### src/codecMacros.svh
// widths and constants of the arithmetic encoder, included by the package and the RTL
`ifndef CODEC_MACROS_SVH
`define CODEC_MACROS_SVH

`define PRECISION       16
`define NUM_SYMBOLS     257
`define EOF_SYMBOL      256
`define SYM_W           9
`define FREQ_W          13
`define WORD_W          32
`define BITPOS_W        5

// interval boundaries, the whole range is 2^(PRECISION-1)
`define WHOLE           (1 << (`PRECISION - 1))
`define HALF            (1 << (`PRECISION - 2))
`define QUARTER         (1 << (`PRECISION - 3))
`define THREE_QUARTERS  (3 << (`PRECISION - 3))

// interval width times a cumulative frequency
`define PROD_W          (`PRECISION + 1 + `FREQ_W)

`endif
### src/codecPkg.sv
// types shared by the encoder RTL, imported by each file that uses them
`include "codecMacros.svh"

package codecPkg;

    typedef logic [`SYM_W-1:0]   symbol_t;
    typedef logic [`FREQ_W-1:0]  freq_t;
    typedef logic [`PRECISION:0] bound_t;     // wide enough to hold WHOLE
    typedef logic [`PROD_W-1:0]  prod_t;
    typedef logic [`WORD_W-1:0]  word_t;
    typedef logic [2:0]          byteCount_t;

    typedef enum logic [3:0] {
        IDLE,
        SCALE_MUL,
        DIV_HIGH,
        DIV_LOW,
        RESCALE,
        EMIT_PENDING,
        WAIT_SYMBOL,
        UPDATE_MODEL,
        FLUSH,
        DONE
    } encState_t;

endpackage

### src/codecIfs.sv
// bundles joining the encoder core to its frequency model, divider and bit packer
`timescale 1ns/1ps

interface modelIf;
    import codecPkg::*;

    symbol_t symbol;
    logic    clearModel;    // restore uniform counts
    logic    bumpModel;     // count the coded symbol once more
    freq_t   cumLow;
    freq_t   cumHigh;
    freq_t   total;

    modport core (output symbol, clearModel, bumpModel, input cumLow, cumHigh, total);
    modport model (input symbol, clearModel, bumpModel, output cumLow, cumHigh, total);
endinterface

interface divIf;
    import codecPkg::*;

    prod_t dividend;
    freq_t divisor;
    logic  startDiv;
    prod_t quotient;       // held until the next start
    logic  doneDiv;

    modport core (output dividend, divisor, startDiv, input quotient, doneDiv);
    modport divider (input dividend, divisor, startDiv, output quotient, doneDiv);
endinterface

interface bitIf;
    logic bitValid;
    logic bitValue;
    logic lastBit;         // closes the partial word
    logic clearWord;
    logic full;            // word waiting for the host

    modport core (output bitValid, bitValue, lastBit, clearWord, input full);
    modport packer (input bitValid, bitValue, lastBit, clearWord, output full);
endinterface

### src/encoderCore.sv
// encoder FSM: subinterval arithmetic, interval expansion, pending bits and end-of-message flush
`timescale 1ns/1ps
`include "codecMacros.svh"

module encoderCore (
    input  logic              clk,
    input  logic              rstn,
    input  logic              start,
    input  codecPkg::symbol_t symbolIn,
    input  logic              symbolProvided,
    output logic              idle,
    output logic              symbolRequested,
    modelIf.core              model,
    divIf.core                div,
    bitIf.core                bits
);
    import codecPkg::*;

    localparam bound_t  whole = bound_t'(`WHOLE);
    localparam bound_t  half = bound_t'(`HALF);
    localparam bound_t  quarter = bound_t'(`QUARTER);
    localparam bound_t  threeQuarters = bound_t'(`THREE_QUARTERS);
    localparam symbol_t eofSymbol = symbol_t'(`EOF_SYMBOL);

    encState_t             state;
    bound_t                low;
    bound_t                high;
    bound_t                width;
    prod_t                 prodLow;       // kept for the second division
    logic [`PRECISION-1:0] pending;       // opposite bits owed after the next decided bit
    symbol_t               curSymbol;
    logic                  lastSymbol;
    logic                  pendValue;
    logic                  expandLow;
    logic                  expandHigh;
    logic                  expandMid;

    assign expandLow = high < half;
    assign expandHigh = low > half;
    assign expandMid = (low > quarter) && (high < threeQuarters);

    assign model.symbol = curSymbol;
    assign model.clearModel = (state == IDLE) && start;
    assign model.bumpModel = (state == UPDATE_MODEL);
    assign bits.clearWord = (state == IDLE) && start;

    // bits leave combinationally so a full packer stops them in the same cycle
    always_comb begin
        bits.bitValid = 1'b0;
        bits.bitValue = 1'b0;
        bits.lastBit = 1'b0;
        if (!bits.full) begin
            case (state)
                RESCALE: begin
                    bits.bitValid = expandLow || expandHigh;
                    bits.bitValue = !expandLow;
                end
                EMIT_PENDING: begin
                    bits.bitValid = 1'b1;
                    bits.bitValue = pendValue;
                    bits.lastBit = lastSymbol && (pending == 1);
                end
                FLUSH: begin
                    bits.bitValid = 1'b1;
                    bits.bitValue = low > quarter;
                end
                default: begin
                end
            endcase
        end
    end

    always_ff @(posedge clk) begin
        if (!rstn) begin
            state <= IDLE;
            idle <= 1'b1;
            symbolRequested <= 1'b0;
            div.startDiv <= 1'b0;
            pending <= '0;
            lastSymbol <= 1'b0;
        end else begin
            div.startDiv <= 1'b0;
            case (state)
                IDLE: begin
                    if (start) begin
                        curSymbol <= symbolIn;
                        low <= '0;
                        high <= whole;
                        width <= whole;
                        pending <= '0;
                        lastSymbol <= 1'b0;
                        idle <= 1'b0;
                        state <= SCALE_MUL;
                    end
                end
                SCALE_MUL: begin
                    div.dividend <= width * model.cumHigh;
                    div.divisor <= model.total;
                    div.startDiv <= 1'b1;
                    prodLow <= width * model.cumLow;
                    state <= DIV_HIGH;
                end
                DIV_HIGH: begin
                    if (div.doneDiv) begin
                        high <= low + div.quotient[`PRECISION:0];
                        div.dividend <= prodLow;
                        div.startDiv <= 1'b1;
                        state <= DIV_LOW;
                    end
                end
                DIV_LOW: begin
                    if (div.doneDiv) begin
                        low <= low + div.quotient[`PRECISION:0];
                        state <= RESCALE;
                    end
                end
                RESCALE: begin
                    if (!bits.full) begin
                        if (expandLow || expandHigh) begin
                            pendValue <= expandLow;
                            low <= expandLow ? low << 1 : (low - half) << 1;
                            high <= expandLow ? high << 1 : (high - half) << 1;
                            if (pending != 0) begin
                                state <= EMIT_PENDING;
                            end
                        end else if (expandMid) begin
                            low <= (low - quarter) << 1;
                            high <= (high - quarter) << 1;
                            pending <= pending + 1'b1;
                        end else if (curSymbol == eofSymbol) begin
                            lastSymbol <= 1'b1;
                            pending <= pending + 1'b1;  // flush always owes one more
                            state <= FLUSH;
                        end else begin
                            state <= UPDATE_MODEL;
                        end
                    end
                end
                EMIT_PENDING: begin
                    if (!bits.full) begin
                        pending <= pending - 1'b1;
                        if (pending == 1) begin
                            state <= lastSymbol ? DONE : RESCALE;
                        end
                    end
                end
                FLUSH: begin
                    if (!bits.full) begin
                        pendValue <= (low <= quarter);
                        state <= EMIT_PENDING;
                    end
                end
                UPDATE_MODEL: begin
                    width <= high - low;
                    symbolRequested <= 1'b1;
                    state <= WAIT_SYMBOL;
                end
                WAIT_SYMBOL: begin
                    if (symbolRequested && symbolProvided) begin
                        curSymbol <= symbolIn;
                        symbolRequested <= 1'b0;
                    end else if (!symbolRequested && !symbolProvided) begin
                        state <= SCALE_MUL;     // host released its strobe
                    end
                end
                DONE: begin
                    if (!bits.full) begin       // last word has been read
                        idle <= 1'b1;
                        state <= IDLE;
                    end
                end
                default: state <= IDLE;
            endcase
        end
    end

    assert property (@(posedge clk) disable iff (!rstn) (state == EMIT_PENDING) |-> (pending != 0))
        else $error("pending bit emitted while none is owed");

    assert property (@(posedge clk) disable iff (!rstn) !(symbolRequested && idle))
        else $error("symbol requested while the encoder is idle");

endmodule

### src/flat_wrapper.sv
// flat-port wrapper written by rule: the top's interface ports become plain ports
module encoderCore_flat import codecPkg::*;
  (clk, rstn, start, symbolIn, symbolProvided, idle, symbolRequested, model_symbol, model_clearModel, model_bumpModel, model_cumLow, model_cumHigh, model_total, div_dividend, div_divisor, div_startDiv, div_quotient, div_doneDiv, bits_bitValid, bits_bitValue, bits_lastBit, bits_clearWord, bits_full);
  modelIf model_i ();
  divIf div_i ();
  bitIf bits_i ();
  input  logic clk;
  input  logic rstn;
  input  logic start;
  input  codecPkg::symbol_t symbolIn;
  input  logic symbolProvided;
  output logic idle;
  output logic symbolRequested;
  output wire logic [$bits(model_i.symbol)-1:0] model_symbol;
  output wire logic [$bits(model_i.clearModel)-1:0] model_clearModel;
  output wire logic [$bits(model_i.bumpModel)-1:0] model_bumpModel;
  input wire logic [$bits(model_i.cumLow)-1:0] model_cumLow;
  input wire logic [$bits(model_i.cumHigh)-1:0] model_cumHigh;
  input wire logic [$bits(model_i.total)-1:0] model_total;
  output wire logic [$bits(div_i.dividend)-1:0] div_dividend;
  output wire logic [$bits(div_i.divisor)-1:0] div_divisor;
  output wire logic [$bits(div_i.startDiv)-1:0] div_startDiv;
  input wire logic [$bits(div_i.quotient)-1:0] div_quotient;
  input wire logic [$bits(div_i.doneDiv)-1:0] div_doneDiv;
  output wire logic [$bits(bits_i.bitValid)-1:0] bits_bitValid;
  output wire logic [$bits(bits_i.bitValue)-1:0] bits_bitValue;
  output wire logic [$bits(bits_i.lastBit)-1:0] bits_lastBit;
  output wire logic [$bits(bits_i.clearWord)-1:0] bits_clearWord;
  input wire logic [$bits(bits_i.full)-1:0] bits_full;
  assign model_symbol = model_i.symbol;
  assign model_clearModel = model_i.clearModel;
  assign model_bumpModel = model_i.bumpModel;
  assign model_i.cumLow = model_cumLow;
  assign model_i.cumHigh = model_cumHigh;
  assign model_i.total = model_total;
  assign div_dividend = div_i.dividend;
  assign div_divisor = div_i.divisor;
  assign div_startDiv = div_i.startDiv;
  assign div_i.quotient = div_quotient;
  assign div_i.doneDiv = div_doneDiv;
  assign bits_bitValid = bits_i.bitValid;
  assign bits_bitValue = bits_i.bitValue;
  assign bits_lastBit = bits_i.lastBit;
  assign bits_clearWord = bits_i.clearWord;
  assign bits_i.full = bits_full;
  encoderCore u_core (.clk(clk), .rstn(rstn), .start(start), .symbolIn(symbolIn), .symbolProvided(symbolProvided), .idle(idle), .symbolRequested(symbolRequested), .model(model_i), .div(div_i), .bits(bits_i));
endmodule
### config.mk
export PLATFORM = sky130hd
export DESIGN_NAME = encoderCore_flat
export DESIGN_NICKNAME = d
export VERILOG_FILES = /design/src/codecPkg.sv /design/src/codecIfs.sv /design/src/encoderCore.sv /design/src/flat_wrapper.sv
export VERILOG_INCLUDE_DIRS = /design/src /design/src/src
export SDC_FILE = /design/constraint.sdc
export NUM_CORES = 1
export LEC_CHECK = 0
export ABC_AREA = 1
export BUFFER_PORTS_ARGS = -buffer_cell sky130_fd_sc_hd__buf_2
export CAP_MARGIN = 20
export CORE_MARGIN = 2
export CORE_UTILIZATION = 32
export DETAILED_ROUTE_END_ITERATION = 6
export PLACE_DENSITY = 0.52
export SYNTH_ARGS = -nofsm -noshare
export SYNTH_HDL_FRONTEND = slang
export SYNTH_SLANG_ARGS = --single-unit
export TNS_END_PERCENT = 1
### constraint.sdc
create_clock -name clk -period 6.1 [get_ports clk]
set_input_delay 0.61 -clock clk [delete_from_list [all_inputs] [get_ports clk]]
set_output_delay 0.61 -clock clk [all_outputs]
set_load 0.02 [all_outputs]
==> run summary <==
The run finished with clean final reports. The area fraction in compound gates after synthesis came out at under 10%. The via count of the first global-routing pass is around 21k.

The die width is approximately 280 um. Across all layers, the routed design uses 20.0k vias. In this design, the critical path's most frequently occurring cell is sky130_fd_sc_hd__fa_1. The simple-gate portion of the synthesized area is 22.4%. The number of max-slew violations in the final report is 0. For this design, the sink count on the clock tree is about 160. In this run the worst hold path is classified as in -> reg. STA puts the critical path data arrival time at just over 6 ns.

TritonCTS built the clock tree. Leaving out fill and tap cells, the most frequent cells in the layout are 901 x sky130_fd_sc_hd__nand2_1, 791 x sky130_fd_sc_hd__inv_1, 332 x sky130_fd_sc_hd__fa_1. STA classifies the critical path startpoint as a flip-flop. After layout, the minimum clock period comes to 5.78 ns.

For this run, asynchronously set or reset flops after synthesis account for 0%. The area share of xor/xnor cells in the synthesized design is about 1.7%. Before antenna repair, the detailed router went through 5 iterations. The maximum buffer depth of the clock tree came out at 2. The kind of critical path is reg -> reg. In the synthesized netlist the dominant register cell turns out to be sky130_fd_sc_hd__edfxtp_1.

In this run, post-CTS hold repair placed 0 buffers. In the final routed layout, each cell accounts on average for roughly 16 um. STA classifies the critical path endpoint as a flip-flop. The number of routed nets with antenna violations is 0.

The worst slew margin relative to its limit came out at a little over a third. At the end of routability-driven placement, the weighted congestion stood at approximately 0.88. For the worst-skew pair, the clock arrives at the later sink with an insertion delay of between 0.4 and 0.5 ns. After synthesis, the largest family of logic cells by area is adder cells. The library cell used as clock root buffer is sky130_fd_sc_hd__clkbuf_16.

The clock-pin slew on the worst setup and hold paths is approximately 0.080 ns. The multiplexer share of the synthesized area came out at 0%. For this block, the initial DRC count from the detailed router was between 1k and 1.5k.

Dividing the synthesized area by the synthesized cell count gives 7.50 sq um. The share of layout cells above drive strength 1 came out at 7.95%. Entering global routing, the biggest net connects 51 pins. Post-CTS repair changed the size of 0 cells. The die area is 0.0783 sq mm. For the pin with the worst max-slew slack, the measured transition is ~0.96 ns. The starting density of the core is between 30% and 40%.

Counting every net in the synthesized netlist gives 3852. The number of I/O port buffers came out at 131. The height of the die came out at 280 um.

The number of failing hold endpoints at the final stage is 0. The required time of the critical path came out at ~6.4 ns. The cell count after synthesis came out at between 3k and 4k.

Setup repair after global routing left no endpoint under its margin. TritonCTS created 17 clock buffers. The number of vias per cell after detailed routing is about 4.6. In this run, synthesis inferred 134 flip-flops with an integrated enable.

The mapped netlist covers about 0.024 sq mm. The kind of cell with the highest combined delay along the critical path is adder cells. The final layout contains 3928 nets. The HPWL after detailed placement is 55.7 mm. The residual DRC count came out at 0. The share of synthesized cell area in full adder, half adder and majority cells came out at between 30% and 40%. The flip-flop and latch count after synthesis came out at roughly 160. The leading cell type in the layout, fill and taps excluded is sky130_fd_sc_hd__nand2_1.

The global-route total usage across every layer came out at 18.2%. The wire length of the first global-routing pass came out at approximately 110 mm. The floorplan row count is around 100. The count of buffering cells on the critical path with inverters included is 4. The worst path uses a little over nine tenths of the clock period. The number of synthesis warnings is 0. The largest stage delay on the critical path is 0.89 ns.

Traced cell by cell, the critical path runs through buf_4 -> nand2_1 -> fa_1 -> inv_1 -> fa_1 -> fa_1 -> fa_1 -> inv_1 -> fa_1 -> inv_1 -> ha_1 -> a21oi_1 -> o21ai_0 -> a21oi_1 -> nand2_1 -> nand2_1 -> nand2_1 -> xor2_1. Of the synthesized area, sequential elements account for 18.5%. 145 I/O pins were placed. The setup TNS is 0 ns. The number of H-tree levels is 4. The largest clock skew in the final design is roughly 0.013 ns. The maximum clock rate came out at about 170 MHz.

The initial antenna violation count was 3. The cell type of the slowest stage on the worst timing path is sky130_fd_sc_hd__edfxtp_1. The core region area is approximately 0.076 sq mm.

Once the clock tree was built, the setup fixing pass inserted 0 buffers. Across the run, the number of max-cap violations was 0. The total wirelength of the detailed-routed design is between 60 and 70 mm.

In this run, distinct cell masters in the synthesized netlist total between 40 and 50. Setup violations remaining at the end of the flow were counted as 0. The number of antenna diodes in the final layout is 0. The overflow left after global routing is 0. In this run the worst path has a maximum fanout of 13. The area growth from synthesis to layout is 10.0%.
Yosys cell counts (2+ instances only):
master	count	area share (%)
sky130_fd_sc_hd__o31ai_1	4	0.12
sky130_fd_sc_hd__edfxtp_1	134	17
sky130_fd_sc_hd__a21boi_0	5	0.15
sky130_fd_sc_hd__dfxtp_1	24	2.0
sky130_fd_sc_hd__or2_2	6	0.15
sky130_fd_sc_hd__a221oi_1	2	0.072
sky130_fd_sc_hd__nand4_1	32	0.82
sky130_fd_sc_hd__fa_1	332	27
sky130_fd_sc_hd__a21o_1	10	0.31
sky130_fd_sc_hd__nand3_1	135	2.8
sky130_fd_sc_hd__buf_2	12	0.25
sky130_fd_sc_hd__o21ai_0	94	1.9
sky130_fd_sc_hd__nor2_4	5	0.23
sky130_fd_sc_hd__buf_6	3	0.14
sky130_fd_sc_hd__clkbuf_1	111	1.7
sky130_fd_sc_hd__o22ai_1	7	0.18
sky130_fd_sc_hd__a31oi_1	6	0.15
sky130_fd_sc_hd__nor2_1	192	3.0
sky130_fd_sc_hd__inv_2	8	0.12
sky130_fd_sc_hd__o21bai_1	6	0.18
sky130_fd_sc_hd__ha_1	191	9.8
sky130_fd_sc_hd__nor3_1	25	0.51
sky130_fd_sc_hd__nand2_4	2	0.092
sky130_fd_sc_hd__o21a_1	4	0.12
sky130_fd_sc_hd__nor4_1	3	0.077
sky130_fd_sc_hd__nand2_1	901	14
sky130_fd_sc_hd__inv_1	791	12
sky130_fd_sc_hd__xnor2_1	14	0.50
sky130_fd_sc_hd__and2_1	3	0.077
sky130_fd_sc_hd__buf_4	2	0.062
sky130_fd_sc_hd__nand2_2	8	0.21
sky130_fd_sc_hd__nand3b_1	5	0.15
sky130_fd_sc_hd__nor2_2	8	0.21
sky130_fd_sc_hd__a21oi_1	116	2.4
sky130_fd_sc_hd__xor2_1	33	1.2
area by class of cell:
class	instances	area, sq um
fill	8137	48800
multi-input combinational	2159	16400
sequential	158	4500
inverter	799	3000
tap	978	1220
timing repair buffer	186	1110
clock buffer	17	425
clock inverter	15	161
per-stage QoR:
step | cell area, sq um | util (%) | instances | hold WS (ns) | worst slack, ns
after floorplan | 24300 | - | 3245 | 0.452 | 0.738
after global placement | 26200 | 34.6 | 4279 | 0.456 | 0.300
after detailed placement | 26200 | 34.6 | 4279 | 0.459 | 0.336
after CTS | 26800 | 35.4 | 4311 | 0.248 | 0.347
after global routing | 26800 | 35.4 | 4312 | 0.261 | 0.0552
final | 26800 | 35.4 | 4312 | 0.295 | 0.319
logic make-up after synthesis:
kind of cell	after synthesis
buffers and inverters	928
flip-flops	158
XOR/XNOR	47
adder cells (fa/ha/maj)	523
AO/OA/AOI/OAI	260
AND/OR/NAND/NOR	1329
worst register-to-register path: cells and delay by family (launching register included):
kind / cells / cell delay, ns
compound gates: 3 / 0.62
xor+xnor: 1 / 0.30
fa+ha+maj: 6 / 2.88
buf+inv: 4 / 0.54
flops: 1 / 0.89
simple gates: 4 / 0.34
routing by layer:
metal / wire (um) / GRT usage, % / up-vias / part of all wire [%]
met1: 31100 / 23.9 / 9648 / 45
met2: 33100 / 31.5 / 415 / 48
met4: 1410 / 4.96 / 0 / 2.1
met5: 0 / 0 / - / 0
li1: - / - / 9878 / -
met3: 2910 / 2.39 / 68 / 4.3
flip-flops by register name (all words and copies together), names as in the netlist:
signal,flops
u_core.pending,16
u_core.low,17
u_core.div.startDiv,1
u_core.state,4
u_core.width,17
u_core.pendValue,1
u_core.symbolRequested,1
u_core.prodLow,30
u_core.idle,1
u_core.div.dividend,30
u_core.lastSymbol,1
u_core.model.symbol,9
u_core.div.divisor,13
u_core.high,17
worst paths after layout:
path               startpoint                    end  slack [ns]  cells past startpoint
max          u_core.width[10]     u_core.prodLow[24]        0.32                     18
min            model_total[6]  u_core.div.divisor[6]        0.30                      1
max reg2reg  u_core.width[10]     u_core.prodLow[24]        0.32                     18
min reg2reg       u_core.idle            u_core.idle        0.47                      2
Power is left out: the tool's default activity adds up to more than one toggle a clock period on the data nets, which glitch-free logic cannot reach.
