--- src/codecMacros.svh ---
// widths and constants of the arithmetic encoder, included by the package and the RTL
`ifndef CODEC_MACROS_SVH
`define CODEC_MACROS_SVH

`define PRECISION       16
`define NUM_SYMBOLS     257
`define EOF_SYMBOL      256
`define SYM_W           9
`define FREQ_W          13
`define WORD_W          32
`define BITPOS_W        5

// interval boundaries, the whole range is 2^(PRECISION-1)
`define WHOLE           (1 << (`PRECISION - 1))
`define HALF            (1 << (`PRECISION - 2))
`define QUARTER         (1 << (`PRECISION - 3))
`define THREE_QUARTERS  (3 << (`PRECISION - 3))

// interval width times a cumulative frequency
`define PROD_W          (`PRECISION + 1 + `FREQ_W)

`endif
--- src/codecPkg.sv ---
// types shared by the encoder RTL, imported by each file that uses them
`include "codecMacros.svh"

package codecPkg;

    typedef logic [`SYM_W-1:0]   symbol_t;
    typedef logic [`FREQ_W-1:0]  freq_t;
    typedef logic [`PRECISION:0] bound_t;     // wide enough to hold WHOLE
    typedef logic [`PROD_W-1:0]  prod_t;
    typedef logic [`WORD_W-1:0]  word_t;
    typedef logic [2:0]          byteCount_t;

    typedef enum logic [3:0] {
        IDLE,
        SCALE_MUL,
        DIV_HIGH,
        DIV_LOW,
        RESCALE,
        EMIT_PENDING,
        WAIT_SYMBOL,
        UPDATE_MODEL,
        FLUSH,
        DONE
    } encState_t;

endpackage

--- src/codecIfs.sv ---


interface divIf;
    import codecPkg::*;

    prod_t dividend;
    freq_t divisor;
    logic  startDiv;
    prod_t quotient;       // held until the next start
    logic  doneDiv;

    modport core (output dividend, divisor, startDiv, input quotient, doneDiv);
    modport divider (input dividend, divisor, startDiv, output quotient, doneDiv);
endinterface


--- src/seqDivider.sv ---
// restoring divider, one quotient bit per cycle, scales the products into subinterval offsets
`timescale 1ns/1ps
`include "codecMacros.svh"

module seqDivider (
    input logic   clk,
    input logic   rstn,
    divIf.divider div
);
    import codecPkg::*;

    localparam int StepW = $clog2(`PROD_W);

    freq_t            remReg;     // partial remainder
    prod_t            quoReg;     // dividend bits leave at the top, quotient bits enter below
    logic [StepW-1:0] step;       // steps already done
    logic             busy;
    freq_t            remIn;
    prod_t            quoIn;
    logic [`FREQ_W:0] trial;
    logic [`FREQ_W:0] diff;

    // the first step runs on the start edge itself
    always_comb begin
        remIn = div.startDiv ? '0 : remReg;
        quoIn = div.startDiv ? div.dividend : quoReg;
        trial = {remIn, quoIn[`PROD_W-1]};
        diff = trial - {1'b0, div.divisor};
    end

    always_ff @(posedge clk) begin
        if (div.startDiv || busy) begin
            if (!diff[`FREQ_W]) begin           // trial fits, subtract
                remReg <= diff[`FREQ_W-1:0];
                quoReg <= {quoIn[`PROD_W-2:0], 1'b1};
            end else begin
                remReg <= trial[`FREQ_W-1:0];
                quoReg <= {quoIn[`PROD_W-2:0], 1'b0};
            end
        end
    end

    always_ff @(posedge clk) begin
        if (!rstn) begin
            busy <= 1'b0;
            step <= '0;
            div.doneDiv <= 1'b0;
        end else begin
            div.doneDiv <= 1'b0;
            if (div.startDiv) begin
                busy <= 1'b1;
                step <= StepW'(1);
            end else if (busy) begin
                step <= step + 1'b1;
                if (step == StepW'(`PROD_W - 1)) begin
                    busy <= 1'b0;           // last bit lands now
                    div.doneDiv <= 1'b1;
                end
            end
        end
    end

    assign div.quotient = quoReg;

    assert property (@(posedge clk) disable iff (!rstn) div.startDiv |-> !busy)
        else $error("division started while another one is running");

endmodule

--- src/flat_wrapper.sv ---
// flat-port wrapper written by rule: the top's interface ports become plain ports
module seqDivider_flat import codecPkg::*;
  (clk, rstn, div_dividend, div_divisor, div_startDiv, div_quotient, div_doneDiv);
  divIf div_i ();
  input logic clk;
  input logic rstn;
  input wire logic [$bits(div_i.dividend)-1:0] div_dividend;
  input wire logic [$bits(div_i.divisor)-1:0] div_divisor;
  input wire logic [$bits(div_i.startDiv)-1:0] div_startDiv;
  output wire logic [$bits(div_i.quotient)-1:0] div_quotient;
  output wire logic [$bits(div_i.doneDiv)-1:0] div_doneDiv;
  assign div_i.dividend = div_dividend;
  assign div_i.divisor = div_divisor;
  assign div_i.startDiv = div_startDiv;
  assign div_quotient = div_i.quotient;
  assign div_doneDiv = div_i.doneDiv;
  seqDivider u_core (.clk(clk), .rstn(rstn), .div(div_i));
endmodule
--- config.mk ---
export PLATFORM = sky130hd
export DESIGN_NAME = seqDivider_flat
export DESIGN_NICKNAME = d
export VERILOG_FILES = /design/src/codecPkg.sv /design/src/codecIfs.sv /design/src/seqDivider.sv /design/src/flat_wrapper.sv
export VERILOG_INCLUDE_DIRS = /design/src /design/src/src
export SDC_FILE = /design/constraint.sdc
export NUM_CORES = 1
export LEC_CHECK = 0
export BUFFER_PORTS_ARGS = -buffer_cell sky130_fd_sc_hd__buf_2
export CAP_MARGIN = 20
export CORE_ASPECT_RATIO = 1.75
export CORE_MARGIN = 2
export CORE_UTILIZATION = 50
export CTS_BUF_LIST = sky130_fd_sc_hd__clkbuf_16
export CTS_CLUSTER_SIZE = 24
export DETAILED_ROUTE_END_ITERATION = 7
export HOLD_SLACK_MARGIN = 0.12
export PLACE_DENSITY = 0.76
export SYNTH_ARGS = -nofsm -noshare
export SYNTH_HDL_FRONTEND = slang
export SYNTH_SLANG_ARGS = --single-unit
--- constraint.sdc ---
create_clock -name clk -period 5.8 [get_ports clk]
set_clock_uncertainty 0.15 [all_clocks]
set_input_delay 0.58 -clock clk [delete_from_list [all_inputs] [get_ports clk]]
set_output_delay 0.58 -clock clk [all_outputs]
set_load 0.01 [all_outputs]
==> results of run 1 <==
[power breakdown]
| group | total (W) | internal [W] | switching [W] |
|---|---|---|---|
| clock | 0.000330 | 0.000204 | 0.000126 |
| sequential | 0.000472 | 0.000454 | 0.0000184 |
| combinational | 0.000286 | 0.000144 | 0.000142 |
| total | 0.00109 | 0.000801 | 0.000287 |
[critical path: cells and delay by family]
family | cells | cell delay, ps
compound gates | 3 | 690
fa+ha+maj | 2 | 590
buf+inv | 2 | 740
mux | 2 | 440
simple gates | 2 | 600
[cell usage after synthesis, types with 2 or more instances]
library cell	n
edfxtp_1	43
mux2_2	31
inv_1	17
ha_1	16
nor2b_1	15
a21oi_1	10
nor2_1	9
mux2_4	8
dfxtp_1	7
xor2_1	7
clkbuf_1	6
nand2_1	6
nand2b_1	6
xnor2_1	6
o21ai_0	5
a21o_1	4
mux2i_1	4
nand4_1	4
nand3_1	3
a211oi_1	2
and3_1	2
nor3_1	2
o21a_1	2
[final cells by class]
type / instances / area, um^2
Clock buffer: 5 / 125
Multi-Input combinational cell: 158 / 1360
Tap cell: 76 / 95.1
Sequential cell: 50 / 1430
Clock inverter: 3 / 42.5
Inverter: 18 / 67.6
Timing Repair Buffer: 76 / 380
Fill cell: 469 / 2080
[how the worst max path moves through the flow]
| stage | startpoint | to | slack (ps) |
|---|---|---|---|
| after floorplan | div_startDiv | u_core.remReg[10] | 2220 |
| after global placement | div_startDiv | u_core.remReg[10] | 1880 |
| final | div_startDiv | u_core.remReg[10] | 2150 |
| after CTS | div_startDiv | u_core.remReg[10] | 2140 |
| after detailed placement | div_startDiv | u_core.remReg[10] | 1840 |
| after global routing | div_startDiv | u_core.remReg[10] | 1860 |
[through the flow]
step           setup WS (ps)   util
3_5_place_dp            1840  0.598
4_1_cts                 2140  0.628
3_3_place_gp            1880  0.598
5_1_grt                 1860  0.628
6_report                2150  0.628
2_1_floorplan           2220      -
[cells by family (layout without fill, tap and decap cells)]
group | count (synthesis) | after routing | synth area share
AND/OR/NAND/NOR | 53 | 53 | 0.102
flip-flops | 50 | 50 | 0.494
multiplexers | 44 | 44 | 0.180
AO/OA/AOI/OAI | 31 | 31 | 0.0734
buffers and inverters | 25 | 102 | 0.0350
adder cells (fa/ha/maj) | 17 | 17 | 0.0760
XOR/XNOR | 13 | 13 | 0.0393
[per-layer routing]
metal | track usage | vias up
li1 | - | 1000
met1 | 0.209 | 945
met2 | 0.317 | 52
met3 | 0.0285 | 8
met4 | 0.0851 | 0
met5 | 0 | -
[state kept, by name, indices dropped and copies added (netlist names)]
signal / flops
u_core.div.quotient: 30
u_core.step: 5
u_core.busy: 1
u_core.remReg: 13
u_core.div.doneDiv: 1
==> reports/metrics.csv, run 1 <==
stage,metric,value,unit
placed_design,IO buf count,76,
setup_path,"Slowest-stage cell, CP",buf_2,
route,number of vias per cell,5.19,
route,uppermost routed layer,met4,
setup_path,CP required,5810,ps
floorplan,row cnt,36,
route,DR WL met3,222,um
setup_path,crit path cell chain,buf_2 -> mux2i_1 -> ha_1 -> inv_1 -> fa_1 -> a21o_1 -> a221oi_2 -> o21ai_1 -> or4b_1 -> nand3_1 -> mux2_4,
logic_synthesis,"Net Count, Synth",296,
timing,Setup Viol. Count Final,0,
cts,clock latency on the worst-skew pair,280,ps
final_layout,share of layout cells above drive strength 1,0.413,
route,DRC violations left,0,
logic_synthesis,sequential-to-total area share from yosys stat,0.494,
floorplan,initial core utilization,0.519,
timing,setup tns final,0,ps
logic_synthesis,Netlist Area Pre-Place,2900,um^2
cts,clk sinks,50,
final_layout,Layout area overhead,21.0,%
placed_design,cell area after placement,3340,um^2
grt,grt ovf,0,
logic_synthesis,synthesized area per cell,12.4,um^2
grt,number of global-route vias before repair,1947,
placed_design,GP Congestion,0.826,
route,DR WL/cell,14.3,um
setup_path,"slowest stage delay, CP",690,ps
setup_path,reg2reg end,u_core.remReg[3],
setup_path,FF-to-FF Start,u_core.remReg[3],
pwr,Leak,1.55,nW
final_layout,design area,3510,um^2
cts,CTS root buffer,clkbuf_16,
cts,CTS tree,done,
hold_path,Worst Hold Depth,2,
hold_path,HP Start,u_core.step[4],
final_layout,post-route insts no fill,386,
hold_path,Hold Path Class,flop to flop,
floorplan,Core Area,5590,um^2
setup_path,worst setup path class,primary input to flop,
timing,Hold Slack,365,ps
final_layout,"leading cell types in the layout, fill and taps excluded","76 x buf_2, 43 x edfxtp_1, 31 x mux2_2",
cts,H-tree levels,2,
cts,CTS Hold Bufs,0,
logic_synthesis,Post-synth EDFFs,43,
setup_path,WP data arrival,3660,ps
logic_synthesis,cell taking the most area after synthesis,edfxtp_1,
pwr,total power,0.00109,W
run_status,run status,"finished, final reports clean",
job,Max Cap Viol,0,
logic_synthesis,ys async rst share,0,
route,DR vias,2005,
timing,Slew headroom,0.324,
grt,largest net degree at the start of global routing,48,
grt,initial antenna violation count,0,
timing,final hold vios,0,
floorplan,Die Area,6440,um^2
setup_path,R2R cell count,9,
route,first-iteration detailed-routing DRC count,57,
route,1st-pass router iterations,4,
route,met2 WL,2990,um
cts,"CTS clk-pin slew, worst paths",70,ps
floorplan,chip height,105,um
logic_synthesis,Synth Instances,233,
timing,FMAX,274,MHz
final_layout,"commonest non-fill, non-tap cell in the layout",buf_2,
cts,post_cts resized,0,
floorplan,die width,61.5,um
setup_path,"setup slack, reg-to-reg",2860,ps
timing,Slew @ Worst Pin,1010,ps
setup_path,worst-path fanout max,47,
timing,post-layout min period,3650,ps
grt,first-pass GRT wire length,8870,um
timing,RSZ-0062 raised after global routing,false,
cts,Num CTS Buffers,5,
logic_synthesis,Synth Register Bits,50,
timing,final period utilization,0.630,
cts,CTS max path bufs,2,
hold_path,sink of the worst hold path,u_core.div.doneDiv,
setup_path,CP Capture Type,flop,
route,routed wire length,5540,um
pwr,pwr dens,310,nW/um^2
placed_design,post-placement cell count,378,
grt,gr usage total,0.184,
route,DRT antenna net count,0,
logic_synthesis,"top cells by area, synth","edfxtp_1 45%, mux2_2 12%, ha_1 6.9%, dfxtp_1 4.8%, mux2_4 4.1%",
cts,Post-CTS Setup Inserts,0,
route,DRT met1 WL,2210,um
final_layout,Final nets,372,
placed_design,HPWL after DPL,4110,um
logic_synthesis,post-synth top area share,0.446,
timing,max-slew violation count,0,
setup_path,startpoint types,primary input,
final_layout,n_diodes,0,
floorplan,I/O pins,77,
logic_synthesis,Synthesis Warnings,0,
pwr,worst IR drop on VDD,197,uV
logic_synthesis,ys flop type,edfxtp_1,
logic_synthesis,Unique masters post-synth,41,
Note: power is estimated with default switching activity, not from simulation.
==> run 2: changes to the inputs <==
--- a/config.mk
+++ b/config.mk
@@ -6,16 +6,17 @@
 export SDC_FILE = /design/constraint.sdc
 export NUM_CORES = 1
 export LEC_CHECK = 0
+export ABC_AREA = 1
 export BUFFER_PORTS_ARGS = -buffer_cell sky130_fd_sc_hd__buf_2
 export CAP_MARGIN = 20
 export CORE_ASPECT_RATIO = 1.75
 export CORE_MARGIN = 2
-export CORE_UTILIZATION = 50
+export CORE_UTILIZATION = 49
 export CTS_BUF_LIST = sky130_fd_sc_hd__clkbuf_16
 export CTS_CLUSTER_SIZE = 24
 export DETAILED_ROUTE_END_ITERATION = 7
 export HOLD_SLACK_MARGIN = 0.12
-export PLACE_DENSITY = 0.76
+export PLACE_DENSITY = 0.77
 export SYNTH_ARGS = -nofsm -noshare
 export SYNTH_HDL_FRONTEND = slang
 export SYNTH_SLANG_ARGS = --single-unit
==> constraint.sdc (replaced) <==
create_clock -name clk -period 3.35 [get_ports clk]
set_clock_uncertainty 0.15 [all_clocks]
set_input_delay 0.335 -clock clk [delete_from_list [all_inputs] [get_ports clk]]
set_output_delay 0.335 -clock clk [all_outputs]
set_load 0.01 [all_outputs]
==> run 2 against run 1 <==
Sequential share of layout area shrank 3.4 points. Combinational power is 130% higher. Die area is 12% higher. First-iteration DRC count grew to 2.8 times the previous value. Power up 80%. Area after synthesis grew 11%. Largest power group unchanged. Highest routed layer unchanged.
==> reports/metrics.csv, run 2 <==
stage,metric,value,unit
cts,CTS max path bufs,2,
final_layout,Multi-input gate area,1500,um^2
placed_design,pre-CTS WS,461,ps
grt,met2 usage,0.381,
final_layout,design area,3820,um^2
pwr,worst IR drop on VDD,210,uV
cts,CTS Hold Bufs,0,
setup_path,CP required,3250,ps
grt,grt ovf,0,
setup_path,FF-to-FF Start,u_core.div.quotient[29],
final_layout,"leading cell types in the layout, fill and taps excluded","175 x nand2_1, 76 x buf_2, 63 x inv_1",
cts,Post-CTS Setup Inserts,0,
final_layout,post-route insts no fill,577,
timing,setup tns final,0,ps
logic_synthesis,synthesized area per cell,7.70,um^2
logic_synthesis,Synthesis Warnings,0,
route,number of vias per cell,4.84,
final_layout,Final nets,557,
setup_path,worst setup path class,primary input to flop,
logic_synthesis,Unique masters post-synth,29,
logic_synthesis,ys async rst share,0,
route,first-iteration detailed-routing DRC count,157,
placed_design,HPWL after DPL,5570,um
floorplan,die width,65.2,um
setup_path,CP Capture Type,flop,
floorplan,Core Area,6440,um^2
floorplan,initial core utilization,0.499,
cts,post_cts resized,0,
floorplan,I/O pins,77,
floorplan,chip height,111,um
grt,number of global-route vias before repair,2685,
setup_path,"setup slack, reg-to-reg",910,ps
timing,final hold vios,0,
route,DR WL/cell,12.3,um
logic_synthesis,Netlist Area Pre-Place,3210,um^2
pwr,pwr dens,512,nW/um^2
final_layout,fill count,591,
logic_synthesis,Synth Instances,417,
route,DRT antenna net count,0,
logic_synthesis,sequential-to-total area share from yosys stat,0.446,
timing,Slew @ Worst Pin,616,ps
final_layout,"commonest non-fill, non-tap cell in the layout",nand2_1,
timing,post-layout min period,2600,ps
hold_path,HP Start,rstn,
final_layout,register area,1430,um^2
placed_design,post-placement cell count,569,
cts,CTS root buffer,clkbuf_16,
setup_path,Setup crit start,div_startDiv,
setup_path,WP data arrival,2500,ps
route,1st-pass router iterations,4,
grt,initial antenna violation count,0,
cts,Num CTS Buffers,5,
timing,RSZ-0062 raised after global routing,false,
logic_synthesis,Synth Register Bits,50,
logic_synthesis,"Net Count, Synth",480,
timing,FMAX,385,MHz
logic_synthesis,post-synth top area share,0.402,
cts,"CTS clk-pin slew, worst paths",60,ps
final_layout,share of layout cells above drive strength 1,0.222,
placed_design,GP Congestion,0.918,
cts,clk sinks,50,
floorplan,row cnt,39,
logic_synthesis,ys flop type,edfxtp_1,
route,DR vias,2793,
placed_design,IO buf count,76,
cts,clock latency on the worst-skew pair,290,ps
timing,Setup Viol. Count Final,0,
hold_path,Hold Path Class,primary input to flop,
setup_path,startpoint types,primary input,
run_status,run status,"finished, final reports clean",
grt,largest net degree at the start of global routing,33,
route,DRC violations left,0,
final_layout,Layout area overhead,19.0,%
job,Max Cap Viol,0,
timing,Slew headroom,0.589,
grt,first-pass GRT wire length,11600,um
logic_synthesis,cell taking the most area after synthesis,edfxtp_1,
logic_synthesis,most common cell in the synthesized netlist,nand2_1,
grt,met1 usage,0.213,
timing,final period utilization,0.776,
grt,GR peak layer,met2,
pwr,Leak,2.10,nW
logic_synthesis,"top cells by area, synth","edfxtp_1 40%, nand2_1 20%, inv_1 7.0%, ha_1 6.2%, nand3_1 4.5%",
grt,GR Util met3,0.0284,
logic_synthesis,Post-synth EDFFs,43,
grt,gr usage total,0.206,
timing,max-slew violation count,0,
setup_path,worst-path fanout max,22,
timing,worst setup margin,750,ps
final_layout,n_diodes,0,
cts,H-tree levels,2,
cts,CTS tree,done,
logic_synthesis,Post-synth top cells,"175 x nand2_1, 60 x inv_1, 43 x edfxtp_1",
final_layout,max FFs per register,30,
floorplan,Die Area,7240,um^2
route,routed wire length,7070,um
placed_design,cell area after placement,3690,um^2
run 2: cell types whose count changed after synthesis, sizes merged, moves of 4 or more:
cell / change
inv: +46
xnor2: -5
mux2: -40
nand2b: -6
nor2b: -15
a21o: -4
nor2: +18
nand2: +182
mux2i: -4
nand3: +29
run 2: cells by family after synthesis:
kind of cell | count (synthesis) | synth area share
buffers and inverters | 73 | 0.0880
and+or+nand+nor | 258 | 0.359
xor gates and xnor gates | 5 | 0.0136
AOI/OAI and AO/OA | 14 | 0.0253
DFF | 50 | 0.446
adders and majority gates | 17 | 0.0686
run 2: stage by stage:
stage                     power (W)   util  hold WS (ps)
after floorplan             0.00132      -           310
after global placement      0.00148  0.572           340
after detailed placement    0.00150  0.572           356
after CTS                   0.00197  0.594           160
after global routing        0.00209  0.594           166
final                       0.00196  0.594           160
run 2: where the power goes:
part,switching (W),internal (W)
logic,0.000410,0.000235
registers,0.0000397,0.000801
clock network,0.000205,0.000269
total,0.000654,0.00130
run 2: per-layer routing:
metal / vias up / part of all wire
met5: - / 0
met4: 0 / 0.040
met3: 22 / 0.046
met2: 86 / 0.53
met1: 1224 / 0.38
li1: 1461 / -
run 2: layout make-up:
type | instances | area share
clock inverter | 3 | 0.00295
clock buffer | 5 | 0.0327
tap | 82 | 0.0268
inverter | 64 | 0.0628
sequential | 50 | 0.374
timing repair buffer | 79 | 0.109
multi-input combinational | 294 | 0.392
run 2: final timing paths:
kind	endpoint	depth (start not counted)
min reg2reg	u_core.div.doneDiv	2
max	u_core.remReg[12]	15
min	u_core.busy	3
max reg2reg	u_core.remReg[12]	12
run 2: worst max-delay path, cell delays in order:
cell and delay [ps]:
buf_2 310, inv_2 60, or2_2 270, o21ai_0 110, ha_1 190, inv_1 80, fa_1 430, nand3_1 100
nand3_1 160, nand3_1 140, nand3_1 80, nand2_1 60, nand2_1 50, nand2_1 60, nand2_1 40
