$ cat src/codecMacros.svh
// widths and constants of the arithmetic encoder, included by the package and the RTL
`ifndef CODEC_MACROS_SVH
`define CODEC_MACROS_SVH

`define PRECISION       16
`define NUM_SYMBOLS     257
`define EOF_SYMBOL      256
`define SYM_W           9
`define FREQ_W          13
`define WORD_W          32
`define BITPOS_W        5

// interval boundaries, the whole range is 2^(PRECISION-1)
`define WHOLE           (1 << (`PRECISION - 1))
`define HALF            (1 << (`PRECISION - 2))
`define QUARTER         (1 << (`PRECISION - 3))
`define THREE_QUARTERS  (3 << (`PRECISION - 3))

// interval width times a cumulative frequency
`define PROD_W          (`PRECISION + 1 + `FREQ_W)

`endif
$ cat src/codecPkg.sv
// types shared by the encoder RTL, imported by each file that uses them
`include "codecMacros.svh"

package codecPkg;

    typedef logic [`SYM_W-1:0]   symbol_t;
    typedef logic [`FREQ_W-1:0]  freq_t;
    typedef logic [`PRECISION:0] bound_t;     // wide enough to hold WHOLE
    typedef logic [`PROD_W-1:0]  prod_t;
    typedef logic [`WORD_W-1:0]  word_t;
    typedef logic [2:0]          byteCount_t;

    typedef enum logic [3:0] {
        IDLE,
        SCALE_MUL,
        DIV_HIGH,
        DIV_LOW,
        RESCALE,
        EMIT_PENDING,
        WAIT_SYMBOL,
        UPDATE_MODEL,
        FLUSH,
        DONE
    } encState_t;

endpackage

$ cat src/codecIfs.sv


interface bitIf;
    logic bitValid;
    logic bitValue;
    logic lastBit;         // closes the partial word
    logic clearWord;
    logic full;            // word waiting for the host

    modport core (output bitValid, bitValue, lastBit, clearWord, input full);
    modport packer (input bitValid, bitValue, lastBit, clearWord, output full);
endinterface

$ cat src/bitPacker.sv
// packs emitted bits LSB first into 32-bit words and holds each until the host reads it
`timescale 1ns/1ps
`include "codecMacros.svh"

module bitPacker (
    input  logic                 clk,
    input  logic                 rstn,
    bitIf.packer                 bits,
    input  logic                 readSuccess,
    output logic                 resultReady,
    output codecPkg::byteCount_t validOutputBytes,
    output codecPkg::word_t      out
);
    import codecPkg::*;

    logic [`BITPOS_W-1:0] bitPos;
    word_t                word;
    logic                 releaseWait;    // read done, waiting for readSuccess to drop

    assign bits.full = resultReady || releaseWait;
    assign out = word;

    always_ff @(posedge clk) begin
        if (!rstn) begin
            bitPos <= '0;
            word <= '0;
            resultReady <= 1'b0;
            releaseWait <= 1'b0;
            validOutputBytes <= 3'd4;
        end else if (bits.clearWord) begin
            bitPos <= '0;
            word <= '0;
        end else if (resultReady) begin
            if (readSuccess) begin
                resultReady <= 1'b0;
                releaseWait <= 1'b1;
                word <= '0;
                bitPos <= '0;
            end
        end else if (releaseWait) begin
            if (!readSuccess) begin
                releaseWait <= 1'b0;
            end
        end else if (bits.bitValid) begin
            word[bitPos] <= bits.bitValue;
            bitPos <= bitPos + 1'b1;
            validOutputBytes <= byteCount_t'(bitPos[`BITPOS_W-1:3]) + 1'b1;  // bytes touched
            resultReady <= (bitPos == '1) || bits.lastBit;
        end
    end

endmodule

$ cat src/flat_wrapper.sv
// flat-port wrapper written by rule: the top's interface ports become plain ports
module bitPacker_flat import codecPkg::*;
  (clk, rstn, readSuccess, resultReady, validOutputBytes, out, bits_bitValid, bits_bitValue, bits_lastBit, bits_clearWord, bits_full);
  bitIf bits_i ();
  input  logic clk;
  input  logic rstn;
  input  logic readSuccess;
  output logic resultReady;
  output codecPkg::byteCount_t validOutputBytes;
  output codecPkg::word_t out;
  input wire logic [$bits(bits_i.bitValid)-1:0] bits_bitValid;
  input wire logic [$bits(bits_i.bitValue)-1:0] bits_bitValue;
  input wire logic [$bits(bits_i.lastBit)-1:0] bits_lastBit;
  input wire logic [$bits(bits_i.clearWord)-1:0] bits_clearWord;
  output wire logic [$bits(bits_i.full)-1:0] bits_full;
  assign bits_i.bitValid = bits_bitValid;
  assign bits_i.bitValue = bits_bitValue;
  assign bits_i.lastBit = bits_lastBit;
  assign bits_i.clearWord = bits_clearWord;
  assign bits_full = bits_i.full;
  bitPacker u_core (.clk(clk), .rstn(rstn), .bits(bits_i), .readSuccess(readSuccess), .resultReady(resultReady), .validOutputBytes(validOutputBytes), .out(out));
endmodule
$ cat config.mk
export PLATFORM = sky130hd
export DESIGN_NAME = bitPacker_flat
export DESIGN_NICKNAME = d
export VERILOG_FILES = /design/src/codecPkg.sv /design/src/codecIfs.sv /design/src/bitPacker.sv /design/src/flat_wrapper.sv
export VERILOG_INCLUDE_DIRS = /design/src /design/src/src
export SDC_FILE = /design/constraint.sdc
export NUM_CORES = 1
export LEC_CHECK = 0
export ABC_AREA = 1
export BUFFER_PORTS_ARGS = -buffer_cell sky130_fd_sc_hd__buf_4
export CORE_UTILIZATION = 45
export DETAILED_ROUTE_END_ITERATION = 7
export GPL_TIMING_DRIVEN = 0
export PLACE_DENSITY = 0.67
export SLEW_MARGIN = 15
export SYNTH_ARGS = -nofsm -noshare
export SYNTH_HDL_FRONTEND = slang
export SYNTH_SLANG_ARGS = --single-unit
$ cat constraint.sdc
create_clock -name clk -period 1.9 [get_ports clk]
set_input_delay 0.19 -clock clk [delete_from_list [all_inputs] [get_ports clk]]
set_output_delay 0.19 -clock clk [all_outputs]
set_load 0.02 [all_outputs]
==> metrics, run 1 <==
status finished clean; worst slew pin tran 630 ps; Starting Density 46.9%; grt met3 use 4.15%; final setup vio count 0; GRT Overall Usage 22.1%; Flop pwr share 49.1%; cell taking the most area after synthesis dfxtp_1; largest net degree at the start of global routing 14; final wirelength 5.64 mm; R2R setup slack 140 ps; GPL Wtd Cong 0.920; grt peak-use layer met2; PwrDens 625 mW/mm^2; top cell type's share of synthesized area 35.1%; router iterations before antenna repair 4; share of the core filled with cells 57.1%; clock root buffer clkbuf_8; initial antenna violation count 0; CTS Buf Count 5; TritonCTS clock tree done; crit end category flip-flop; setup slack after layout 139 ps; Fin. Hold Viols 0; mapped cell area 0.00239 sq mm; Internal Dissipation 1.35 mW; Critical Path, Cell by Cell ha_1, clkbuf_2, nand2_1, nor2_1, ha_1, nand2_1, a21oi_1; Period minus WS final 1760 ps; f_max 568 MHz; Post-Syn Instances 387; Clock Latency Late Sink 300 ps; starting DRC count in detailed routing 126; commonest non-fill, non-tap cells in the layout nand2_1, inv_1, nand3_1, nor2_1, buf_4; Crit path largest cell delay 410 ps; die width 75.0 microns; vias per cell 4.66; fin nets 453; WP buf/inv 1; cell count after placement 500; crit path DAT 1950 ps; Antenna diodes 0; Die ar. 0.00562 sq mm; grt met2 use 35.5%; leakage power 1.42 nW; synth warn 0; sw frac 25.9%; Slew HR 58.0%; Total Power 1.82 mW; Die H 75.0 microns; register area share after synthesis 35.1%; num ports 44; total grt overflow 0; RSZ-0062 raised after global routing false; Crit path required time 2090 ps; DR WL/cell 11.1 microns; CTS resizes 1; Synth cell types 21; ANT nets after route 0; Post-CTS Setup Bufs 0; H-tree depth 2; crit path kind flip-flop to flip-flop; maximum VDD drop 336 uV; DRC errors left 0; Cell Rows 26; CP max stage cell dfxtp_1; pre-CTS setup slack -83.2 ps; clock network fraction of design power 39.2%; Seq cells post-synth 42; detailed placement HPWL 4.18 mm; port bufs 43; CP max FO 10; Mean Syn Cell Area 6.19 sq um; Psw 473 uW; Hold WC Path Type primary input to flip-flop; Comb pwr share 11.7%; first-pass GRT wire length 9.34 mm; area delta synth->final 21.8%; Worst path top cell family by delay adder cells; Via Count 2367; M1 GR Usage 30.2%; Synth area leaders dfxtp_1, nand2_1, inv_1, nand3_1, nor2_1; Tcrit/Tclk final 92.7%; vias in the first global route 1991; fin. max-slew vios 0; core area 0.00511 sq mm; layout cells sized above 1 16.0%; # hold bufs at CTS 0; Startpoint Class flip-flop; most common cell after layout, fill and taps aside nand2_1; Non-Filler Instances 508; Max clock buf depth 2; syn nets 403; max cap viols 0; Clock Skew 2.89 ps; Sink Count 42; Clock transition at path regs 80 ps
## worst paths after layout
check / startpoint / end / cells past startpoint
max reg2reg: u_core.bitPos[0] / u_core.bitPos[4] / 7
min reg2reg: u_core.out[12] / u_core.out[12] / 2
max: u_core.bitPos[0] / u_core.bitPos[4] / 7
min: rstn / u_core.validOutputBytes[2] / 2
## metal layers
metal,vias to the layer above,wire length (microns),part of all wire [%]
li1,1264,-,-
met1,1032,2840,50
met2,65,2440,43
met3,6,301,5.3
met4,0,68,1.2
met5,-,0,0
## cell families after synthesis
| family | share of synthesized area (%) |
|---|---|
| simple gates | 36.6 |
| buf+inv | 16.0 |
| flops | 35.1 |
| compound gates | 7.52 |
| fa+ha+maj | 4.70 |
## cells in the mapped netlist
cell type	n
buf_2	7
nand2_1	109
o211ai_1	1
o21ai_0	7
nand2_2	1
o21bai_1	1
inv_1	75
nand3_1	48
inv_2	2
clkbuf_1	2
buf_6	3
nor2_1	44
nand2_4	3
dfxtp_1	42
buf_1	3
ha_1	9
nor2_2	1
a21oi_1	26
buf_4	1
nor2_4	1
nor3_1	1
## metrics by stage
step / setup TNS (ps) / instance area (sq um) / hold slack (ps)
6_report: 0 / 2920 / 133
5_1_grt: 0 / 2920 / 135
3_5_place_dp: -130 / 2810 / 441
2_1_floorplan: 0 / 2390 / 289
3_3_place_gp: -65.2 / 2810 / 440
4_1_cts: 0 / 2920 / 126
## area by class of cell
cell class	count	area [sq um]
plain buffers	16	96.3
clock buffers	6	72.6
clock inverters	2	37.5
fillers	538	2190
inverters	77	289
multi-input cells	252	1170
flip-flops and latches	42	841
well taps	70	87.6
repair buffers	43	323
## flip-flops by register name, indices dropped and copies added (netlist names)
name                     count
u_core.out                  32
u_core.releaseWait           1
u_core.validOutputBytes      3
u_core.resultReady           1
u_core.bitPos                5
## power groups by stage
stage	clock network, mW	logic [mW]	registers (mW)
floorplan	0	0.136	0.924
global placement	0	0.210	0.916
detailed placement	0	0.212	0.916
CTS	0.726	0.213	0.896
global route	0.761	0.236	0.897
finish	0.715	0.213	0.895
Power figures use the tool's default switching activity.
==> run 2, diff against run 1 <==
--- a/config.mk
+++ b/config.mk
@@ -6,7 +6,6 @@
 export SDC_FILE = /design/constraint.sdc
 export NUM_CORES = 1
 export LEC_CHECK = 0
-export ABC_AREA = 1
 export BUFFER_PORTS_ARGS = -buffer_cell sky130_fd_sc_hd__buf_4
 export CORE_UTILIZATION = 45
 export DETAILED_ROUTE_END_ITERATION = 7
==> run 2 against run 1 <==
Net effect:
- critical endpoint is now u_core.bitPos[3]
- highest routed layer unchanged
- utilization up 0.23 points
- cell count decreased by 33%
- sequential cell count is the same
- area after synthesis down 8.5%
- worst setup slack lost 10 ps
==> metrics, run 2 <==
status finished clean; core area 0.00469 sq mm (-8.1%); num ports 44 (unchanged); Hold WC Path Type primary input to flip-flop; fin area 0.00269 sq mm (-7.8%); hold_sp rstn; Sink Count 42 (unchanged); most common cell after layout, fill and taps aside buf_4; Crit path required time 2060 ps (-30 ps); clock root buffer clkbuf_8; Fin. Hold Viols 0 (unchanged); CTS Buf Count 5 (unchanged); router iterations before antenna repair 6 (+2); Starting Density 46.7% (-0.20 points); Slew HR 66.9% (+8.8 points); Filler cells 427 (-21%); initial antenna violation count 0 (unchanged); port bufs 43 (unchanged); DR WL/cell 16.1 microns (+45%); first-pass GRT wire length 8.98 mm (-3.8%); Reg2Reg Depth 5 (-2); Clock transition at path regs 80 ps (about the same); commonest non-fill, non-tap cells in the layout buf_4, dfxtp_1, nand3_1, mux2i_1; Max clock buf depth 2 (unchanged); ys flop type dfxtp_1; starting DRC count in detailed routing 189 (+50%); Seq cells post-synth 42 (unchanged); Hold Path Sink u_core.validOutputBytes[2]; area delta synth->final 22.8%; layout cells sized above 1 24.3% (+8.3 points); Hold Path Depth 2 (unchanged); syn nets 250 (-38%); maximum VDD drop 427 uV (+27%); Clock Latency Late Sink 300 ps (about the same); EDFF count, synth 0 (unchanged); synth warn 0 (unchanged); DRC errors left 0 (unchanged); share of the core filled with cells 57.3% (+0.23 points); top cell type's share of synthesized area 38.4% (+3.3 points); reg2reg end u_core.bitPos[3]; Async S/R FF share, synth 0% (unchanged); crit path DAT 1940 ps (about the same); mapped cell area 0.00219 sq mm (-8.5%); fin. max-slew vios 0 (unchanged); die width 71.8 microns (-4.2%); largest net degree at the start of global routing 14 (unchanged); Tcrit/Tclk final 93.2% (+0.53 points); top post-synthesis cells by count dfxtp_1, nand3_1, mux2i_1; final setup vio count 0 (unchanged); Startpoint Class flip-flop; GRT Overall Usage 22.2% (+0.085 points); Cell Rows 25 (-3.8%); detailed placement HPWL 3.97 mm (-4.9%); TritonCTS clock tree done; Antenna diodes 0 (unchanged); final wirelength 5.44 mm (-3.7%); leakage power 1.11 nW (-22%); Mean Syn Cell Area 9.36 sq um (+51%); fin nets 299 (-34%); Clock Skew 6.61 ps (+3.72 ps); RSZ-0062 raised after global routing false; crit path kind flip-flop to flip-flop; worst slew pin tran 497 ps (-133 ps); max reg flops 32 (unchanged); total grt overflow 0 (unchanged); Period minus WS final 1770 ps (+9.99 ps); f_max 565 MHz (-0.56%); vias per cell 5.99 (+28%); max cap viols 0 (unchanged); ANT nets after route 0 (unchanged); GPL Wtd Cong 0.946 (+2.7%); R2R Path Start u_core.bitPos[2]; cell taking the most area after synthesis dfxtp_1; R2R setup slack 130 ps (about the same); Synth cell types 35 (+67%); CP max FO 10 (unchanged); Hold Slack 117 ps (-15.7 ps); register area share after synthesis 38.4% (+3.3 points); most numerous cell in the Yosys netlist dfxtp_1; Post-DP Area 0.00258 sq mm (-8.0%); Die ar. 0.00515 sq mm (-8.3%); Post-Syn Instances 234 (-40%); PwrDens 653 mW/mm^2 (+4.4%); H-tree depth 2 (unchanged); crit end category flip-flop; Synth area leaders dfxtp_1, mux2i_1, o221a_1, nand3_1, ha_1; Die H 71.8 microns (-4.2%); vias in the first global route 1888 (-5.2%); Via Count 2023 (-15%)
## run 2: layout make-up
type | instances | area [sq um] | area share [%]
Clock inverter | 3 | 40.0 | 1.49
Inverter | 9 | 33.8 | 1.26
Multi-Input combinational cell | 157 | 1190 | 44.4
Timing Repair Buffer | 43 | 323 | 12.0
Sequential cell | 42 | 841 | 31.3
Clock buffer | 5 | 68.8 | 2.56
Buffer | 25 | 123 | 4.56
Tap cell | 54 | 67.6 | 2.51
## run 2: worst max-delay path: stages, from the launching register on
cell	delay (ps)
dfxtp_1	340
clkbuf_1	360
clkbuf_1	420
nand3_1	170
o2111ai_1	240
o31ai_1	110
## run 2: metrics by stage
step	instances	setup slack, ps	setup TNS, ps	total power [mW]
after detailed placement	331	-17.9	-26.2	1.08
after global routing	338	36.6	0	1.82
after global placement	331	-1.88	-1.88	1.08
after floorplan	234	351	0	1.02
final	338	129	0	1.76
after CTS	338	112	0	1.77
## run 2: cells by family after synthesis
group	count (synthesis)	share of synthesized area [%]
AOI/OAI and AO/OA	75	27.0
adders and majority gates	9	5.14
buffers and inverters	35	7.25
DFF	42	38.4
muxes	19	8.68
and+or+nand+nor	54	13.6
## run 2: what timing repair did
| item | in CTS | in global routing |
|---|---|---|
| pin swaps | 0 | 0 |
| setup buffers | 0 | 0 |
| hold buffers | 0 | 0 |
| gates resized for setup | 0 | 3 |
| endpoints found under the setup margin | 2 | 5 |
| cloned | 0 | 0 |
## run 2: per-layer routing
metal / share of wire (%) / up-vias / GRT usage, %
met5: 0 / - / 0
met2: 48 / 55 / 37.3
met4: 1.9 / 0 / 8.06
li1: - / 989 / -
met3: 3.3 / 11 / 3.52
met1: 47 / 968 / 28.7
## run 2: power breakdown
group / switching [mW] / internal [mW]
Clock: 0.311 / 0.387
Sequential: 0.00502 / 0.886
Combinational: 0.111 / 0.0563
Total: 0.427 / 1.33
## run 2: worst max path at each step
stage | start | to | slack (ps) | depth (start not counted)
floorplan | u_core.resultReady | u_core.out[10] | 350 | 5
global placement | u_core.bitPos[0] | u_core.bitPos[4] | -2 | 7
detailed placement | u_core.bitPos[0] | u_core.resultReady | -20 | 7
CTS | u_core.bitPos[0] | u_core.resultReady | 110 | 6
global route | u_core.bitPos[2] | u_core.bitPos[3] | 40 | 5
finish | u_core.bitPos[2] | u_core.bitPos[3] | 130 | 5
==> run 3, diff against run 2 <==
==> constraint.sdc (replaced) <==
create_clock -name clk -period 2.2 [get_ports clk]
set_input_delay 0.33 -clock clk [delete_from_list [all_inputs] [get_ports clk]]
set_output_delay 0.33 -clock clk [all_outputs]
set_load 0.02 [all_outputs]
==> run 3 against run 2 <==
Net effect:
- register-to-register slack better by 160 ps
- combinational power down 14%
- utilization unchanged
- maximum frequency down 7.3%
- sequential power down 14%
- total power down 14%
- global-route usage about the same
- cell count up 0.30%
- via count down 0.40%
- worst setup slack better by 160 ps
- die area unchanged
- critical path type unchanged
- critical endpoint is now u_core.resultReady
- largest cell class unchanged
- highest routed layer unchanged
==> metrics, run 3 (synthesis gave the netlist of run 2 again) <==
CP max stage cell dfxtp_1; fin. max-slew vios 0 (unchanged); area delta synth->final 22.8% (unchanged); num ports 44 (unchanged); # hold bufs at CTS 0 (unchanged); CP max FO 10 (unchanged); DRC errors left 0 (unchanged); port bufs 43 (unchanged); Sink Count 42 (unchanged); Crit path required time 2430 ps (+370 ps); Tcrit/Tclk final 86.8% (-6.4 points); max reg flops 32 (unchanged); maximum VDD drop 368 uV (-14%); Startpoint Class flip-flop; leakage power 1.11 nW (+0.14%); final wirelength 5.41 mm (-0.52%); largest net degree at the start of global routing 14 (unchanged); total grt overflow 0 (unchanged); status finished clean; WP buf/inv 2 (unchanged); setup slack after layout 290 ps (+161 ps); first-pass GRT wire length 8.98 mm (about the same); Post-CTS Setup Bufs 0 (unchanged); clock root buffer clkbuf_8; starting DRC count in detailed routing 121 (-36%); Crit path largest cell delay 400 ps (-20 ps); core area 0.00469 sq mm (unchanged); initial antenna violation count 0 (unchanged); fin nets 300 (+0.33%); final setup vio count 0 (unchanged); Fin. Hold Viols 0 (unchanged); TritonCTS clock tree done; R2R setup slack 290 ps (+160 ps); Via Count 2015 (-0.40%); crit end category flip-flop; final setup TNS 0 ps (unchanged); H-tree depth 2 (unchanged); Clock transition at path regs 80 ps (about the same); RSZ-0062 raised after global routing false; Critical Path, Cell by Cell ha_1, clkbuf_1, inv_1, nor3_1, ha_1, o21ai_0, a21boi_1; worst slew pin tran 496 ps (-0.970 ps); f_max 524 MHz (-7.3%); crit path kind flip-flop to flip-flop; vias per cell 5.94 (-0.69%); pre-CTS setup slack 282 ps (+300 ps); max cap viols 0 (unchanged); most common cell after layout, fill and taps aside buf_4; vias in the first global route 1891 (+0.16%); crit path DAT 2140 ps (+200 ps); GPL Wtd Cong 0.946 (unchanged); most frequent CP cell ha_1; Filler cells 427 (unchanged); Worst path top cell family by delay buffers and inverters; PwrDens 563 mW/mm^2 (-14%); router iterations before antenna repair 6 (unchanged); detailed placement HPWL 3.97 mm (unchanged); Clock Latency Late Sink 300 ps (about the same); CTS Buf Count 5 (unchanged); Die ar. 0.00515 sq mm (unchanged); DR WL/cell 16.0 microns (-0.81%); Antenna diodes 0 (unchanged); die width 71.8 microns (unchanged); Period minus WS final 1910 ps (+139 ps); commonest non-fill, non-tap cells in the layout buf_4, dfxtp_1, nand3_1, mux2i_1; layout cells sized above 1 23.5% (-0.79 points); ANT nets after route 0 (unchanged); Max clock buf depth 2 (unchanged); Clock Skew 6.70 ps (+0.0934 ps); Cell Rows 25 (unchanged); Slew HR 66.9% (about the same); Hold WC Path Type primary input to flip-flop; Die H 71.8 microns (unchanged); Starting Density 46.7% (unchanged); GRT Overall Usage 22.1% (-0.030 points); CTS resizes 0 (unchanged)
-- run 3: final timing paths --
check | start | endpoint | depth (start not counted)
worst min-delay path | rstn | u_core.validOutputBytes[2] | 2
worst min register to register | u_core.out[4] | u_core.out[4] | 2
worst max register to register | u_core.bitPos[1] | u_core.resultReady | 7
worst max-delay path | u_core.bitPos[1] | u_core.resultReady | 7
-- run 3: cell type report --
class | count | area [sq um] | area share (%)
multi-input cells | 157 | 1190 | 44.3
well taps | 54 | 67.6 | 2.51
plain buffers | 26 | 125 | 4.65
flip-flops and latches | 42 | 841 | 31.3
repair buffers | 43 | 323 | 12.0
clock inverters | 3 | 40.0 | 1.49
clock buffers | 5 | 68.8 | 2.56
inverters | 9 | 33.8 | 1.26
-- run 3: where the power goes --
part / total [mW] / switching (mW) / internal (mW)
Sequential: 0.770 / 0.00428 / 0.765
Clock: 0.600 / 0.266 / 0.334
Combinational: 0.144 / 0.0955 / 0.0484
-- run 3: metrics by stage --
step	area, sq um	hold slack [ps]	util, %	power (mW)	instances
after floorplan	2190	402	-	0.881	234
final	2690	259	57.3	1.51	339
after global routing	2690	271	57.3	1.57	339
after detailed placement	2580	467	55.0	0.931	331
after CTS	2690	253	57.3	1.53	339
after global placement	2580	463	55.0	0.930	331
-- run 3: layer usage --
layer,wire length [microns],share of wire (%),GRT usage (%)
met5,0,0,0
met4,124,2.3,8.50
met3,255,4.7,3.52
met2,2550,47,37.2
met1,2480,46,28.5
-- run 3: worst reg2reg max path: cells and delay by family, from the launching register on --
| kind | cells | cell delay (ps) |
|---|---|---|
| buf+inv | 2 | 650 |
| fa+ha+maj | 2 | 350 |
| compound gates | 2 | 250 |
| flops | 1 | 400 |
| simple gates | 1 | 200 |
